==> src/hdl/cache_pkg.sv <==
`default_nettype none

package cache_pkg;

  localparam int WAYS      = 4;  // Two age bits rank exactly four ways
  localparam int AGE_BITS  = 2;
  localparam int ADDR_BITS = 32;
  localparam int WORD_BITS = 32;

  // CPU byte address
  typedef logic [ADDR_BITS-1:0] addr_t;

  typedef logic [WORD_BITS-1:0] word_t;

  // 0 is the most recent way, 3 the least recent
  typedef logic [AGE_BITS-1:0] age_t;

  typedef logic [WAYS-1:0] way_mask_t;  // One bit per way

  localparam age_t AGE_OLDEST = age_t'(WAYS - 1);

  typedef enum logic [2:0] {
    IDLE,       // Waiting for a CPU request
    LOOKUP,     // Set is available, hit check
    WRITEBACK,  // Dirty victim goes to memory
    FILL,       // Line refill from memory
    UPDATE      // Storage write and CPU response
  } ctrl_state_t;

endpackage

`default_nettype wire

==> src/hdl/cache_ctrl.sv <==
`timescale 1ns/1ps
`default_nettype none

module cache_ctrl #(
  parameter  int SETS           = 16,
  parameter  int WORDS_PER_LINE = 4,
  localparam int INDEX_BITS     = $clog2(SETS),
  localparam int LINE_OFF_BITS  = $clog2(WORDS_PER_LINE * cache_pkg::WORD_BITS / 8),
  localparam int TAG_BITS       = cache_pkg::ADDR_BITS - INDEX_BITS - LINE_OFF_BITS
) (
  input  logic                 clk,
  input  logic                 rst_n,
  // CPU side
  input  logic                 cpu_req_enable,
  input  logic                 cpu_req_rw,
  input  cache_pkg::addr_t     cpu_req_addr,
  input  cache_pkg::word_t     cpu_req_wdata,
  output logic                 cpu_req_ready,
  output logic                 cpu_res_ready,
  output cache_pkg::word_t     cpu_res_rdata,
  // Memory request, data travels outside the controller
  output logic                 mem_req_enable,
  output logic                 mem_req_rw,
  output cache_pkg::addr_t     mem_req_addr,
  input  logic                 mem_res_ready,
  // Lookup results
  input  logic                 hit,
  input  logic                 victim_dirty,
  input  logic [TAG_BITS-1:0]  victim_tag,
  input  cache_pkg::word_t     rd_word,
  // Registered request
  output cache_pkg::addr_t     req_addr,
  output logic                 req_rw,
  output cache_pkg::word_t     req_wdata,
  // Storage and line update control
  output logic                 store_rd_en,
  output logic                 store_line_wr,
  output logic                 store_age_wr,
  output logic                 fill_load,
  output logic                 use_fill
);

  import cache_pkg::*;

  ctrl_state_t state_q;
  ctrl_state_t state_d;
  logic        miss_q;  // Access missed in LOOKUP
  logic        accept;
  addr_t       wb_addr;
  addr_t       fill_addr;

  assign accept = cpu_req_enable && cpu_req_ready;

  always_ff @(posedge clk) begin
    if (accept) begin
      req_addr  <= cpu_req_addr;
      req_rw    <= cpu_req_rw;
      req_wdata <= cpu_req_wdata;
    end
  end

  always_ff @(posedge clk or negedge rst_n) begin
    if (!rst_n) begin
      state_q <= IDLE;
      miss_q  <= 1'b0;
    end else begin
      state_q <= state_d;
      if (state_q == LOOKUP) begin
        miss_q <= !hit;
      end
    end
  end

  always_comb begin
    state_d = state_q;
    case (state_q)
      IDLE: begin
        if (accept) begin
          state_d = LOOKUP;
        end
      end
      LOOKUP: begin
        if (hit) begin
          state_d = UPDATE;
        end else if (victim_dirty) begin
          state_d = WRITEBACK;  // Victim must reach memory first
        end else begin
          state_d = FILL;
        end
      end
      WRITEBACK: begin
        if (mem_res_ready) begin
          state_d = FILL;
        end
      end
      FILL: begin
        if (mem_res_ready) begin
          state_d = UPDATE;
        end
      end
      UPDATE: begin
        state_d = IDLE;  // Single cycle response
      end
      default: begin
        state_d = IDLE;
      end
    endcase
  end

  // Write-back goes to the victim's own line, refill to the requested one
  assign wb_addr   = {victim_tag, req_addr[LINE_OFF_BITS +: INDEX_BITS], {LINE_OFF_BITS{1'b0}}};
  assign fill_addr = {req_addr[ADDR_BITS-1:LINE_OFF_BITS], {LINE_OFF_BITS{1'b0}}};

  assign mem_req_enable = (state_q == WRITEBACK) || (state_q == FILL);
  assign mem_req_rw     = (state_q == WRITEBACK);
  assign mem_req_addr   = mem_req_rw ? wb_addr : fill_addr;

  assign cpu_req_ready = (state_q == IDLE);
  assign cpu_res_ready = (state_q == UPDATE);
  assign cpu_res_rdata = (cpu_res_ready && !req_rw) ? rd_word : '0;

  assign store_rd_en   = accept;
  assign store_age_wr  = cpu_res_ready;
  assign store_line_wr = cpu_res_ready && (miss_q || req_rw);  // Read hit keeps the line
  assign fill_load     = (state_q == FILL) && mem_res_ready;
  assign use_fill      = miss_q;

endmodule

`default_nettype wire

==> config.mk <==
export PLATFORM = sky130hd
export DESIGN_NAME = cache_ctrl
export DESIGN_NICKNAME = d
export VERILOG_FILES = /design/src/hdl/cache_pkg.sv /design/src/hdl/cache_ctrl.sv
export SDC_FILE = /design/constraint.sdc
export NUM_CORES = 1
export LEC_CHECK = 0
export ABC_CLOCK_PERIOD_IN_PS = 2400
export BUFFER_PORTS_ARGS = -buffer_cell sky130_fd_sc_hd__buf_4
export CORE_AREA = 2 2 102 104
export DETAILED_ROUTE_END_ITERATION = 16
export DIE_AREA = 0 0 104 106
export GPL_TIMING_DRIVEN = 0
export PLACE_DENSITY = 0.74
export SKIP_LAST_GASP = 1
export SYNTH_ARGS = -nofsm -noshare
export SYNTH_HDL_FRONTEND = slang
export SYNTH_SLANG_ARGS = --single-unit
==> constraint.sdc <==
create_clock -name clk -period 2.4 [get_ports clk]
set_input_delay 0.24 -clock clk [delete_from_list [all_inputs] [get_ports clk]]
set_output_delay 0.24 -clock clk [all_outputs]
set_load 0.02 [all_outputs]
==> impl_metrics.ini <==
[setup_path]
worstSetupPathType = reg2out
critPathCaptureType = output pin
crit_slowest_cell = nor3_1
crit_chain = clkbuf_8, nor3_1, and2_4, buf_4
start_kind = flip-flop
required_ns = 2.16
arrival_ns = 2.02
slowest_delay_ns = 0.53
critPathMaxFanout = 17

[flow_run]
max-cap-violations = 0

[layout]
layout-drive-gt1-share = 0.794
nFillCells = 882
layout.nets = 569
area_delta_synth_final_pct = 82.0
num_antenna_cells = 0

[floorplanning]
die_w_um = 104
die_y_um = 106
row_count = 37
core-area_um2 = 10000
die_area_um2 = 11000
io_pins = 265
start_util = 0.286

[clock_network]
clk_pin_slew_ns = 0.09
clk_latency_ns = 0.34
cts_made_buffers = 9
root_buffer = clkbuf_8
cts_num_sinks = 69
clock_path_buffers = 2
cts_tree = done
cts_max_level = 3

[grt]
overflow = 0
grt_pass1_wl_mm = 13.1
grt_pass1_vias = 2501
grt_max_degree = 34
grtUsageTotal = 0.155
grt_antenna_before_repair = 0

[sta]
fin_crit_sh = 0.943
finalHoldViolations = 0
finalSetupViolations = 0
grt_setup_unrepaired = yes
setup_ws_ns = 0.136
worst_pin_slew_ns = 0.609
finClkSkew_ns = 0.0104
slew_viol_final = 0
max_freq_mhz = 442
fin_crit_ns = 2.26
relSlewSlack = 0.591

[pwr]
irDropWorstVdd_mv = 0.548
p_sw_uw = 1820
p_int_uw = 3070
p_total_uw = 4900
p_comb_frac = 0.459
p_per_area_nw_per_um2 = 940
seqPwrFrac = 0.360
p_leak_uw = 0.00240
clockPowerShare = 0.181
switching_share = 0.372

[worst_hold_path]
hp-class = in2reg

[synthesis]
synth_area_leader_cell = edfxtp_1
ys_ff_latch = 69
syn_area_per_cell_um2 = 17.4
synth_edf_count = 65
synth_area_um2 = 2860
synth_area_leaders = edfxtp_1, mux2_2, and2_2, dfrtp_1, buf_4
ys_seq_area_frac = 0.716
synth_cells = 165
synth_ff_type = edfxtp_1
postSynth.asyncResetShare = 0.0580
yosysMostFrequentCell = edfxtp_1
yosys_warnings = 0
synth.distinct_cells = 27
netlist.area_leader.share = 0.682
synthTopCellsByCount = edfxtp_1, and2_2, mux2_2

[drt]
drt_first_pass_iters = 4
ant_nets = 0
routed-via-count = 2411
drt-total-wl_mm = 9.03
via_per_inst = 4.14
drc = 0
avgRoutedWirePerCell_um = 15.5
drtIter0Drc = 91

[place]
portBuffers = 260
pre_cts_slack_ns = 0.304
dp_hpwl_mm = 7.05
gp_congestion = 0.806

[run_status]
status = finished clean
## sequential cells by signal (all words and copies together) (netlist names)
name and count:
req_addr 32, state_q 3, use_fill 1, req_wdata 32, req_rw 1
## critical path: cells and delay by family (launching register included)
kind / cells / cell delay, ns
buffers and inverters: 2 / 0.36
DFF: 1 / 0.38
and+or+nand+nor: 2 / 0.95
## cells by family after synthesis
group / share of synthesized area
flops: 0.716
simple gates: 0.120
mux: 0.0979
buf+inv: 0.0476
compound gates: 0.0170
other cells: 0.00131
## area by class of cell
| type | count | area, um^2 | share of cell area |
|---|---|---|---|
| Buffer | 16 | 133 | 0.0254 |
| Clock inverter | 7 | 62.6 | 0.0120 |
| Inverter | 1 | 3.75 | 0.000720 |
| Clock buffer | 9 | 124 | 0.0238 |
| Tap cell | 136 | 170 | 0.0326 |
| Timing Repair Buffer | 261 | 1960 | 0.376 |
| Sequential cell | 69 | 2050 | 0.394 |
| Multi-Input combinational cell | 84 | 706 | 0.135 |
## what timing repair did
item                                   CTS  global route
buffers inserted                         0             0
endpoints found under the hold margin    4             0
hold buffers                             1             0
pin swaps                                1             1
setup endpoints to repair                1             1
gates resized for setup                  0             1
cloned                                   1             1
## final timing paths
path | startpoint | endpoint | slack [ns] | depth (start not counted)
worst min-delay path | cpu_req_wdata[11] | req_wdata[11]$_DFFE_PP_ | 0.07 | 1
worst min register to register | use_fill$_DFFE_PN0N_ | use_fill$_DFFE_PN0N_ | 0.57 | 2
worst max register to register | state_q[0]$_DFFE_PN0P_ | req_wdata[4]$_DFFE_PP_ | 0.40 | 3
min in group asynchronous | rst_n | state_q[0]$_DFFE_PN0P_ | 0.25 | 2
worst max-delay path | state_q[0]$_DFFE_PN0P_ | store_rd_en | 0.14 | 4
max in group asynchronous | rst_n | state_q[1]$_DFFE_PN0P_ | 2.05 | 2
## cell usage in the layout (no fill, tap or decap), drive strengths merged
master         n
a2bb2oi        1
buf          271
nor2b          1
edfxtp        65
dfrtp          4
clkbuf        14
a211oi         2
inv            5
and2          35
nor2           4
nor3b          2
dlygate4sd3    1
clkinvlp       1
nand2          2
and2b          1
o21ai          2
conb           4
clkinv         2
mux2i          1
o21a           1
mux2          24
nand2b         2
nor3           1
o31ai          1
## per-stage QoR
step	hold WS [ns]	cell area [um^2]	utilization	TNS [ns]	cells
after detailed placement	0.0406	5000	0.500	0	564
after global placement	0.0386	5000	0.500	0	564
after global routing	0.0292	5210	0.521	-0.0277	583
after floorplan	-0.0556	2880	-	0	168
final	0.0685	5210	0.521	0	583
after CTS	0.0466	5200	0.520	0	582
## power by group through the flow
stage                     Clock [uW]  Combinational [uW]  Sequential, uW
after CTS                        926                2250            1770
after global placement             0                2200            1780
after detailed placement           0                2230            1800
final                            887                2250            1760
after floorplan                    0                 965            2050
after global routing             977                2380            1790
## metal layers
layer	GRT usage	vias up	share of wire
met1	0.158	1104	0.35
met5	0	-	0
met4	0.0376	0	0.0079
li1	-	1142	-
met2	0.279	160	0.52
met3	0.0840	5	0.12
No activity file was read; power rests on OpenSTA's default activity.
