$ cat config.mk
export PLATFORM = sky130hd
export DESIGN_NAME = way_select
export DESIGN_NICKNAME = d
export VERILOG_FILES = /design/src/hdl/cache_pkg.sv /design/src/hdl/way_select.sv
export SDC_FILE = /design/constraint.sdc
export NUM_CORES = 1
export LEC_CHECK = 0
export BUFFER_PORTS_ARGS = -buffer_cell sky130_fd_sc_hd__buf_2
export CELL_PAD_IN_SITES_DETAIL_PLACEMENT = 0
export CELL_PAD_IN_SITES_GLOBAL_PLACEMENT = 1
export CORE_MARGIN = 1.5
export CORE_UTILIZATION = 31
export DETAILED_ROUTE_END_ITERATION = 16
export GPL_TIMING_DRIVEN = 1
export PLACE_DENSITY_LB_ADDON = 0.1
export SLEW_MARGIN = 20
export SYNTH_ARGS = -nofsm -noshare
export SYNTH_HDL_FRONTEND = slang
export SYNTH_SLANG_ARGS = --single-unit
$ cat constraint.sdc
create_clock -name vclk -period 6.9
set_input_delay 1.38 -clock vclk [all_inputs]
set_output_delay 1.38 -clock vclk [all_outputs]
set_load 0.01 [all_outputs]
$ cat src/hdl/cache_pkg.sv
`default_nettype none

package cache_pkg;

  localparam int WAYS      = 4;  // Two age bits rank exactly four ways
  localparam int AGE_BITS  = 2;
  localparam int ADDR_BITS = 32;
  localparam int WORD_BITS = 32;

  // CPU byte address
  typedef logic [ADDR_BITS-1:0] addr_t;

  typedef logic [WORD_BITS-1:0] word_t;

  // 0 is the most recent way, 3 the least recent
  typedef logic [AGE_BITS-1:0] age_t;

  typedef logic [WAYS-1:0] way_mask_t;  // One bit per way

  localparam age_t AGE_OLDEST = age_t'(WAYS - 1);

  typedef enum logic [2:0] {
    IDLE,       // Waiting for a CPU request
    LOOKUP,     // Set is available, hit check
    WRITEBACK,  // Dirty victim goes to memory
    FILL,       // Line refill from memory
    UPDATE      // Storage write and CPU response
  } ctrl_state_t;

endpackage

`default_nettype wire

$ cat src/hdl/way_select.sv
`timescale 1ns/1ps
`default_nettype none

module way_select #(
  parameter  int SETS           = 16,
  parameter  int WORDS_PER_LINE = 4,
  localparam int INDEX_BITS     = $clog2(SETS),
  localparam int LINE_OFF_BITS  = $clog2(WORDS_PER_LINE * cache_pkg::WORD_BITS / 8),
  localparam int TAG_BITS       = cache_pkg::ADDR_BITS - INDEX_BITS - LINE_OFF_BITS
) (
  input  logic [TAG_BITS-1:0]                      req_tag,
  input  logic [cache_pkg::WAYS-1:0][TAG_BITS-1:0] way_tag,
  input  cache_pkg::way_mask_t                     way_valid,
  input  cache_pkg::way_mask_t                     way_dirty,
  input  cache_pkg::age_t [cache_pkg::WAYS-1:0]    way_age,
  output logic                                     hit,
  output cache_pkg::way_mask_t                     hit_way,
  output cache_pkg::way_mask_t                     victim_way,
  output logic                                     victim_dirty,
  output logic [TAG_BITS-1:0]                      victim_tag,
  output cache_pkg::age_t [cache_pkg::WAYS-1:0]    new_ages
);

  import cache_pkg::*;

  way_mask_t use_way;  // Way this access lands in
  age_t      use_age;
  logic      found;

  always_comb begin
    for (int w = 0; w < WAYS; w++) begin
      hit_way[w] = way_valid[w] && (way_tag[w] == req_tag);
    end
  end

  assign hit = |hit_way;

  // Lowest invalid way first, otherwise the least recent one
  always_comb begin
    victim_way = '0;
    found      = 1'b0;
    for (int w = 0; w < WAYS; w++) begin
      if (!found && !way_valid[w]) begin
        victim_way[w] = 1'b1;
        found         = 1'b1;
      end
    end
    for (int w = 0; w < WAYS; w++) begin
      if (!found && way_age[w] == AGE_OLDEST) begin
        victim_way[w] = 1'b1;
        found         = 1'b1;
      end
    end
  end

  assign use_way = hit ? hit_way : victim_way;

  always_comb begin
    victim_tag   = '0;
    victim_dirty = 1'b0;
    use_age      = hit ? age_t'(0) : AGE_OLDEST;  // A miss ages as a hit on the oldest way
    for (int w = 0; w < WAYS; w++) begin
      if (victim_way[w]) begin
        victim_tag   = victim_tag | way_tag[w];
        victim_dirty = victim_dirty | (way_valid[w] & way_dirty[w]);
      end
      if (hit_way[w]) begin
        use_age = use_age | way_age[w];
      end
    end
  end

  // Younger ways than the used one age by one and the used way becomes newest
  always_comb begin
    for (int w = 0; w < WAYS; w++) begin
      if (use_way[w]) begin
        new_ages[w] = '0;
      end else if (way_age[w] < use_age) begin
        new_ages[w] = way_age[w] + age_t'(1);
      end else begin
        new_ages[w] = way_age[w];
      end
    end
  end

endmodule

`default_nettype wire

==> out/metrics.yaml, run 1 <==
run_status:
  run_status: "completed"
sta:
  setup_tns_ps: 0
  rsz0062_at_grt: "false"
  max_freq_mhz: 177
  worstMarginPinSlew_ps: 901
  drv_slew: 0
  final_period_minus_worst_setup_slack_ps: 5650
  relSlewSlack_pct: 39.9
  hold_viol_final: 0
  finalSetupViolCount: 0
  fin_crit_sh_pct: 81.9
flow_run:
  timing.max_cap.violations: 0
logic_synthesis:
  syn-num-nets: 470
  synth_largest_area_cell: "sky130_fd_sc_hd__xnor2_1"
  synth_cell_type_count: 42
  synth_cells: 326
  yosys_warnings: 0
  synth.area.top_cells: "sky130_fd_sc_hd__xnor2_1 25%, sky130_fd_sc_hd__a222oi_1 9.8%, sky130_fd_sc_hd__nand2_1 9.8%"
  yosysTopAreaCellShare_pct: 24.7
  post_synth_instance_area_um2: 2440
  postSynthAreaPerCell_um2: 7.50
  yosysSeqAreaShare_pct: 0
cts:
  cts-hold-fix-buffers: 0
  post_cts_resized: 0
  cts_setup_buffers: 0
detailed_routing:
  antenna_violating_nets_post_route: 0
  drtPass1Iterations: 6
  dr_wl_met2_um: 5230
  met3_length_um: 791
  top_layer: "met3"
  drc: 0
  wirelength_met1_um: 4320
  num_vias: 3111
  finalWirelength_um: 10300
  drt_iter0_markers: 173
  vias_per_cell: 5.24
  post_drt_wl_per_cell_um: 17.4
setup_path:
  critPathArrivalTime_ps: 4270
  crit_end: "new_ages[3]"
  crit_path_end_kind: "output pin"
  worst-path-max-fanout: 12
  crit_path_start: "req_tag[18]"
  crit_type: "input port to output pin"
  cp-start-kind: "input port"
  timing.critical_path.required_ps: 5520
worst_hold_path:
  min_path_type: "input port to output pin"
power:
  clock_power_share_pct: 0
  relative_contribution_of_sequential_cells_to_total_power_pct: 0
  power_switching_share_pct: 54.7
  powerDensity_nw_per_um2: 65.7
  power_frac_comb_pct: 100.0
  cellInternalPower_uw: 101
  power_leakage_uw: 0.00164
  max-vdd-ir-drop_mv: 0.0291
  power.switching_uw: 122
floorplan:
  ios: 178
  die_area_um2: 8430
  core_region_area_um2: 7690
  initial_utilization_pct: 31.8
  die_w_um: 91.8
  fp-row-count: 32
  die-height_um: 91.8
global_route:
  first_global_vias: 3009
  grt.total_usage_pct: 23.4
  grt_start_max_net_pins: 27
  grt_first_pass_wirelength_um: 15700
  initial_antenna_violation_count: 0
  grt.overflow.total: 0
placed_design:
  detail_placement_hpwl_um: 8800
  place.gp.congestion: 0.846
  portBuffers: 178
layout:
  area.growth.synth_to_final_pct: 39.3
  post-route-util_pct: 44.3
  design.final.nets: 638
  layout.area.seq_um2: 0
  design.seq.count: 0
  clk_buffers: 0
  antennaDiodeCount: 0
  post_route_cells_drive_above_1_share_pct: 43.3
-- metal layers --
metal / global-route usage [%] / vias to the layer above
met5: 0 / -
met4: 0.513 / 0
met3: 2.57 / 0
met2: 45.3 / 143
met1: 29.2 / 1428
li1: - / 1540
-- cells in the mapped netlist, types with 7 or more instances --
| library cell | count |
|---|---|
| sky130_fd_sc_hd__xnor2_1 | 69 |
| sky130_fd_sc_hd__nand2_1 | 64 |
| sky130_fd_sc_hd__xor2_1 | 26 |
| sky130_fd_sc_hd__a222oi_1 | 24 |
| sky130_fd_sc_hd__nor2_1 | 15 |
| sky130_fd_sc_hd__nand4_1 | 14 |
| sky130_fd_sc_hd__inv_1 | 13 |
| sky130_fd_sc_hd__clkbuf_1 | 8 |
| sky130_fd_sc_hd__ha_1 | 8 |
| sky130_fd_sc_hd__o211ai_1 | 8 |
| sky130_fd_sc_hd__a21oi_1 | 7 |
| sky130_fd_sc_hd__buf_6 | 7 |
-- layout by cell type (no fill, tap or decap), types with 3 or more instances in the layout --
cell type,n
sky130_fd_sc_hd__buf_2,178
sky130_fd_sc_hd__xnor2_1,69
sky130_fd_sc_hd__nand2_1,64
sky130_fd_sc_hd__xor2_1,26
sky130_fd_sc_hd__a222oi_1,24
sky130_fd_sc_hd__nor2_1,15
sky130_fd_sc_hd__nand4_1,14
sky130_fd_sc_hd__inv_1,13
sky130_fd_sc_hd__o211ai_1,8
sky130_fd_sc_hd__ha_1,8
sky130_fd_sc_hd__nor4_1,6
sky130_fd_sc_hd__a21oi_2,6
sky130_fd_sc_hd__a21oi_1,5
sky130_fd_sc_hd__o21ai_0,5
sky130_fd_sc_hd__mux2i_1,5
sky130_fd_sc_hd__nor4_4,4
sky130_fd_sc_hd__nand3_1,4
sky130_fd_sc_hd__o2111ai_1,3
sky130_fd_sc_hd__nor3b_1,3
sky130_fd_sc_hd__nor3_2,3
sky130_fd_sc_hd__buf_4,3
-- critical path, stage by stage --
cell	delay [ps]
sky130_fd_sc_hd__buf_2	140
sky130_fd_sc_hd__xnor2_1	290
sky130_fd_sc_hd__nand4_1	220
sky130_fd_sc_hd__nor4_4	410
sky130_fd_sc_hd__a22o_4	290
sky130_fd_sc_hd__nor2_2	60
sky130_fd_sc_hd__a221o_1	270
sky130_fd_sc_hd__a221oi_2	320
sky130_fd_sc_hd__ha_1	330
sky130_fd_sc_hd__nor2_1	190
sky130_fd_sc_hd__a21oi_2	50
sky130_fd_sc_hd__mux2i_1	170
sky130_fd_sc_hd__buf_2	150
-- worst min path at each step --
stage           startpoint             end  depth (start not counted)
2_1_floorplan   way_age[2]     new_ages[2]                          1
3_3_place_gp   way_tag[21]  victim_tag[21]                          4
3_5_place_dp   way_tag[20]  victim_tag[20]                          4
4_1_cts         way_tag[6]   victim_tag[6]                          4
5_1_grt         way_tag[9]   victim_tag[9]                          4
6_report       way_tag[21]  victim_tag[21]                          4
-- logic make-up (layout without fill, tap and decap cells) --
| kind of cell | Yosys count | after routing | share of synthesized area, % |
|---|---|---|---|
| simple gates | 125 | 125 | 28.8 |
| xor+xnor | 96 | 96 | 34.7 |
| compound gates | 62 | 62 | 23.5 |
| buf+inv | 30 | 196 | 6.81 |
| fa+ha+maj | 8 | 8 | 4.09 |
| mux | 5 | 5 | 2.05 |
-- final cells by class --
| class | instances | area (µm²) |
|---|---|---|
| multi-input combinational | 296 | 2300 |
| timing repair buffer | 182 | 925 |
| inverter | 14 | 52.6 |
| tap | 102 | 128 |
| fill | 851 | 4280 |
-- power groups by stage --
stage / clock network (µW) / logic (µW) / registers [µW]
finish: 0 / 224 / 0
global placement: 0 / 224 / 0
CTS: 0 / 224 / 0
global route: 0 / 243 / 0
floorplan: 0 / 117 / 0
detailed placement: 0 / 223 / 0
-- stage by stage --
stage	hold slack (ps)	setup WS, ps	instances	total power, µW	instance area [µm²]
after global placement	3070	1240	593	224	3390
after global routing	3090	1010	594	243	3410
after CTS	3070	1240	593	224	3390
after detailed placement	3070	1260	593	223	3390
final	3060	1250	594	224	3410
after floorplan	2820	1860	326	117	2440
No activity file was read; power rests on OpenSTA's default activity.
==> run 2, diff against run 1 <==
CORE_UTILIZATION = 28   (was 31)
clock period = 5.65 ns   (was 6.9 ns; I/O delays follow)
==> out/metrics.yaml, run 2 (same netlist as run 1, synthesis figures left out) <==
cts:
  cts_setup_buffers: 0  # unchanged
  post_cts_resized: 0  # unchanged
  cts-hold-fix-buffers: 0  # unchanged
sta:
  setup_tns_ps: 0  # unchanged
  hold_viol_final: 0  # unchanged
  worstMarginPinSlew_ps: 939  # was 901 ps
  final_period_minus_worst_setup_slack_ps: 5160
  fin_crit_sh_pct: 91.3
  max_freq_mhz: 194
  finalSetupViolCount: 0  # unchanged
  drv_slew: 0  # unchanged
  relSlewSlack_pct: 37.4  # was 39.9%
  rsz0062_at_grt: "false"  # unchanged
worst_hold_path:
  hold_end: "victim_tag[11]"  # was victim_tag[21]
  worstHoldStart: "way_tag[11]"  # was way_tag[21]
  hold_path_cells: 4  # unchanged
  min_path_type: "input port to output pin"  # unchanged
power:
  powerDensity_nw_per_um2: 80.7  # was 65.7 nW/µm²
  max-vdd-ir-drop_mv: 0.0328  # was 0.0291 mV
  power_leakage_uw: 0.00164  # about the same
  total_power_uw: 275  # was 224 µW
floorplan:
  die-height_um: 96.4  # was 91.8 µm
  core_region_area_um2: 8340  # was 7690 µm²
  initial_utilization_pct: 29.3  # was 31.8%
  ios: 178  # unchanged
  die_w_um: 96.4  # was 91.8 µm
  fp-row-count: 33  # was 32
  die_area_um2: 9300  # was 8430 µm²
layout:
  layout.area.seq_um2: 0  # unchanged
  fillerInstances: 946  # was 851
  design.final.nets: 638  # unchanged
  design.seq.count: 0  # unchanged
  fin_cells: 597  # was 594
  layout_commonest_cell: "sky130_fd_sc_hd__buf_2"  # unchanged
  clk_buffers: 0  # unchanged
  highest_count_cells_in_the_layout_ignoring_fill_and_taps: "178 x sky130_fd_sc_hd__buf_2, 69 x sky130_fd_sc_hd__xnor2_1, 64 x sky130_fd_sc_hd__nand2_1"  # unchanged
  finalInstanceArea_um2: 3410  # unchanged
  area.growth.synth_to_final_pct: 39.3  # unchanged
  antennaDiodeCount: 0  # unchanged
  post_route_cells_drive_above_1_share_pct: 43.3  # unchanged
global_route:
  initial_antenna_violation_count: 0  # unchanged
  grt.total_usage_pct: 22.6  # was 23.4%
  first_global_vias: 3066  # was 3,009
  grt_first_pass_wirelength_um: 16000  # was 15,700 µm
  grt_start_max_net_pins: 17  # was 27
  grt.overflow.total: 0  # unchanged
detailed_routing:
  post_drt_wl_per_cell_um: 18.0  # was 17.4 µm
  num_vias: 3102  # was 3,111
  vias_per_cell: 5.20  # was 5.24
  finalWirelength_um: 10700  # was 10,300 µm
  drt_iter0_markers: 173  # unchanged
  drc: 0  # unchanged
  antenna_violating_nets_post_route: 0  # unchanged
  drtPass1Iterations: 8  # was 6
flow_run:
  timing.max_cap.violations: 0  # unchanged
setup_path:
  cp-start-kind: "input port"  # unchanged
  crit_path_end_kind: "output pin"  # unchanged
  crit_type: "input port to output pin"  # unchanged
  crit_path_start: "req_tag[1]"  # was req_tag[18]
  worst-path-max-fanout: 12  # unchanged
  critPathArrivalTime_ps: 4030  # was 4270 ps
  timing.critical_path.required_ps: 4520  # was 5520 ps
placed_design:
  detail_placement_hpwl_um: 9370  # was 8800 µm
  place_inst: 597  # was 593
  placedInstanceArea_um2: 3410  # was 3390 µm²
  portBuffers: 178  # unchanged
  place.gp.congestion: 0.869  # was 0.846
run_status:
  run_status: "completed"  # unchanged
## run 2: cell types whose count changed in the layout (fill, tap and decap cells not counted)
| cell | before | now |
|---|---|---|
| sky130_fd_sc_hd__buf_4 | 3 | 4 |
| sky130_fd_sc_hd__buf_6 | 1 | 0 |
## run 2: metal layers
metal  wire [µm]  global-route usage, %  share of wire (%)
met5           0                      0                  0
met4         104                   2.66               0.97
met3         773                   2.97                7.2
met2        5220                   40.7                 49
met1        4650                   29.4                 43
## run 2: where the power goes
part	internal, µW	switching (µW)	leakage (µW)	total, µW
registers	0	0	0	0
logic	123	151	0.00164	275
clock network	0	0	0	0
total	123	151	0.00164	275
## run 2: layout make-up
class | count | area, µm² | share of cell area (%)
inverter | 14 | 52.6 | 1.54
timing repair buffer | 182 | 921 | 27.0
tap | 105 | 131 | 3.86
multi-input combinational | 296 | 2300 | 67.6
## run 2: worst max path at each step
stage                        to  slack (ps)  cells past startpoint
floorplan           new_ages[3]        1110                     12
global placement    new_ages[3]         490                     13
detailed placement  new_ages[3]         520                     13
CTS                 new_ages[3]         500                     13
global route        new_ages[3]         160                     13
finish              new_ages[0]         490                     13
## run 2: stage by stage
stage	util, %	worst slack [ps]	hold WS, ps
2_1_floorplan	-	1110	2320
3_3_place_gp	40.8	495	2570
3_5_place_dp	40.8	524	2570
4_1_cts	40.8	495	2570
5_1_grt	40.8	160	2590
6_report	40.8	491	2570
## run 2: worst max-delay path, cell delays in order
cell,delay (ps)
sky130_fd_sc_hd__buf_2,140
sky130_fd_sc_hd__xor2_1,160
sky130_fd_sc_hd__nor4_1,560
sky130_fd_sc_hd__and3_4,310
sky130_fd_sc_hd__a22o_4,220
sky130_fd_sc_hd__nor2_2,50
sky130_fd_sc_hd__a221o_1,270
sky130_fd_sc_hd__a221oi_2,320
sky130_fd_sc_hd__ha_1,340
sky130_fd_sc_hd__o2111ai_1,100
sky130_fd_sc_hd__a21oi_1,110
sky130_fd_sc_hd__nor3_2,160
sky130_fd_sc_hd__buf_2,150
==> run 3, diff against run 2 <==
RECOVER_POWER = 25   (was unset)
==> out/metrics.yaml, run 3 (same netlist as run 1, synthesis figures left out) <==
sta:
  drv_slew: 44  # was 0
  fin_crit_sh_pct: 92.2  # was 91.3%
  relSlewSlack_pct: -26.2  # was 37.4%
  timing.final.ws_setup_ps: 443  # was 491 ps
  worstMarginPinSlew_ps: 1890  # was 939 ps
  rsz0062_at_grt: "false"  # unchanged
  hold_viol_final: 0  # unchanged
  final_period_minus_worst_setup_slack_ps: 5210  # was 5160 ps
  finalSetupViolCount: 0  # unchanged
  max_freq_mhz: 192  # was 194 MHz
  setup_tns_ps: 0  # unchanged
layout:
  post-route-util_pct: 40.4  # was 40.8%
  layout_commonest_cell: "sky130_fd_sc_hd__buf_2"  # unchanged
  clk_buffers: 0  # unchanged
  design.seq.count: 0  # unchanged
  multiInputGateArea_um2: 2270  # was 2300 µm²
  post_route_cells_drive_above_1_share_pct: 42.1  # was 43.3%
  antennaDiodeCount: 0  # unchanged
  area.growth.synth_to_final_pct: 38.0  # was 39.3%
  design.final.nets: 638  # unchanged
  highest_count_cells_in_the_layout_ignoring_fill_and_taps: "175 x sky130_fd_sc_hd__buf_2, 69 x sky130_fd_sc_hd__xnor2_1, 64 x sky130_fd_sc_hd__nand2_1"  # was 178 x sky130_fd_sc_hd__buf_2, 69 x sky130_fd_sc_hd__xnor2_1, 64 x sky130_fd_sc_hd__nand2_1
  layout.area.seq_um2: 0  # unchanged
  fillerInstances: 955  # was 946
  fin_cells: 597  # unchanged
floorplan:
  core_region_area_um2: 8340  # unchanged
  die_area_um2: 9300  # unchanged
  fp-row-count: 33  # unchanged
  initial_utilization_pct: 29.3  # unchanged
  ios: 178  # unchanged
  die-height_um: 96.4  # unchanged
  die_w_um: 96.4  # unchanged
cts:
  cts-hold-fix-buffers: 0  # unchanged
  post_cts_resized: 0  # unchanged
  cts_setup_buffers: 0  # unchanged
global_route:
  grt.overflow.total: 0  # unchanged
  initial_antenna_violation_count: 0  # unchanged
  met1_usage_pct: 29.4  # unchanged
  first_global_vias: 3066  # unchanged
  grt_first_pass_wirelength_um: 16000  # unchanged
  grt.busiest_layer: "met2"  # unchanged
  grt_start_max_net_pins: 17  # unchanged
  grt.met2_usage_pct: 40.7  # unchanged
  grt.total_usage_pct: 22.6  # unchanged
  grt.met3_usage_pct: 2.97  # unchanged
setup_path:
  cp-start-kind: "input port"  # unchanged
  critPathArrivalTime_ps: 4080  # was 4030 ps
  timing.critical_path.required_ps: 4520  # about the same
  worst-path-max-fanout: 14  # was 12
  crit_path_end_kind: "output pin"  # unchanged
  crit_type: "input port to output pin"  # unchanged
power:
  max-vdd-ir-drop_mv: 0.0328  # about the same
  power_leakage_uw: 0.00162  # was 0.00164 µW
  total_power_uw: 273  # was 275 µW
  powerDensity_nw_per_um2: 80.8  # was 80.7 nW/µm²
run_status:
  violations: "capacitance limit, slew limit"
  run_status: "finished with violations"  # was completed
placed_design:
  post-place-ws_ps: 524  # unchanged
  detail_placement_hpwl_um: 9370  # unchanged
  portBuffers: 178  # unchanged
  place_inst: 597  # unchanged
  place.gp.congestion: 0.869  # unchanged
detailed_routing:
  vias_per_cell: 5.21  # was 5.20
  drc: 0  # unchanged
  post_drt_wl_per_cell_um: 18.0  # about the same
  finalWirelength_um: 10700  # about the same
  drt_iter0_markers: 177  # was 173
  drtPass1Iterations: 7  # was 8
  antenna_violating_nets_post_route: 0  # unchanged
  num_vias: 3112  # was 3,102
flow_run:
  timing.max_cap.violations: 3  # was 0
worst_hold_path:
  min_path_type: "input port to output pin"  # unchanged
run 3: power breakdown:
| group | internal (µW) | total (µW) | switching (µW) |
|---|---|---|---|
| logic | 123 | 273 | 150 |
| registers | 0 | 0 | 0 |
| clock network | 0 | 0 | 0 |
| total | 123 | 273 | 150 |
run 3: final cells by class:
class	instances	share of cell area, %
inverters	14	1.56
multi-input cells	296	67.4
well taps	105	3.89
repair buffers	182	27.1
run 3: path summary, 6_finish.rpt:
path | depth (start not counted) | endpoint | startpoint
worst max-delay path | 8 | victim_tag[18] | way_age[2]
worst min-delay path | 4 | victim_tag[11] | way_tag[11]
run 3: per-stage QoR:
step	instance area [µm²]	hold slack [ps]
6_report	3370	2570
5_1_grt	3370	2590
4_1_cts	3410	2570
3_5_place_dp	3410	2570
3_3_place_gp	3410	2570
2_1_floorplan	2440	2320
run 3: layer usage:
layer | wire length (µm) | vias to the layer above | share of wire, %
met2 | 5190 | 154 | 48
li1 | - | 1538 | -
met4 | 104 | 0 | 0.97
met5 | 0 | - | 0
met1 | 4570 | 1414 | 43
met3 | 871 | 6 | 8.1
run 3: worst max-delay path, cell delays in order:
cell	delay, ps
sky130_fd_sc_hd__buf_2	150
sky130_fd_sc_hd__ha_1	240
sky130_fd_sc_hd__inv_1	60
sky130_fd_sc_hd__o32ai_1	1500
sky130_fd_sc_hd__clkbuf_2	530
sky130_fd_sc_hd__a222oi_1	170
sky130_fd_sc_hd__nand2_1	160
sky130_fd_sc_hd__buf_2	140
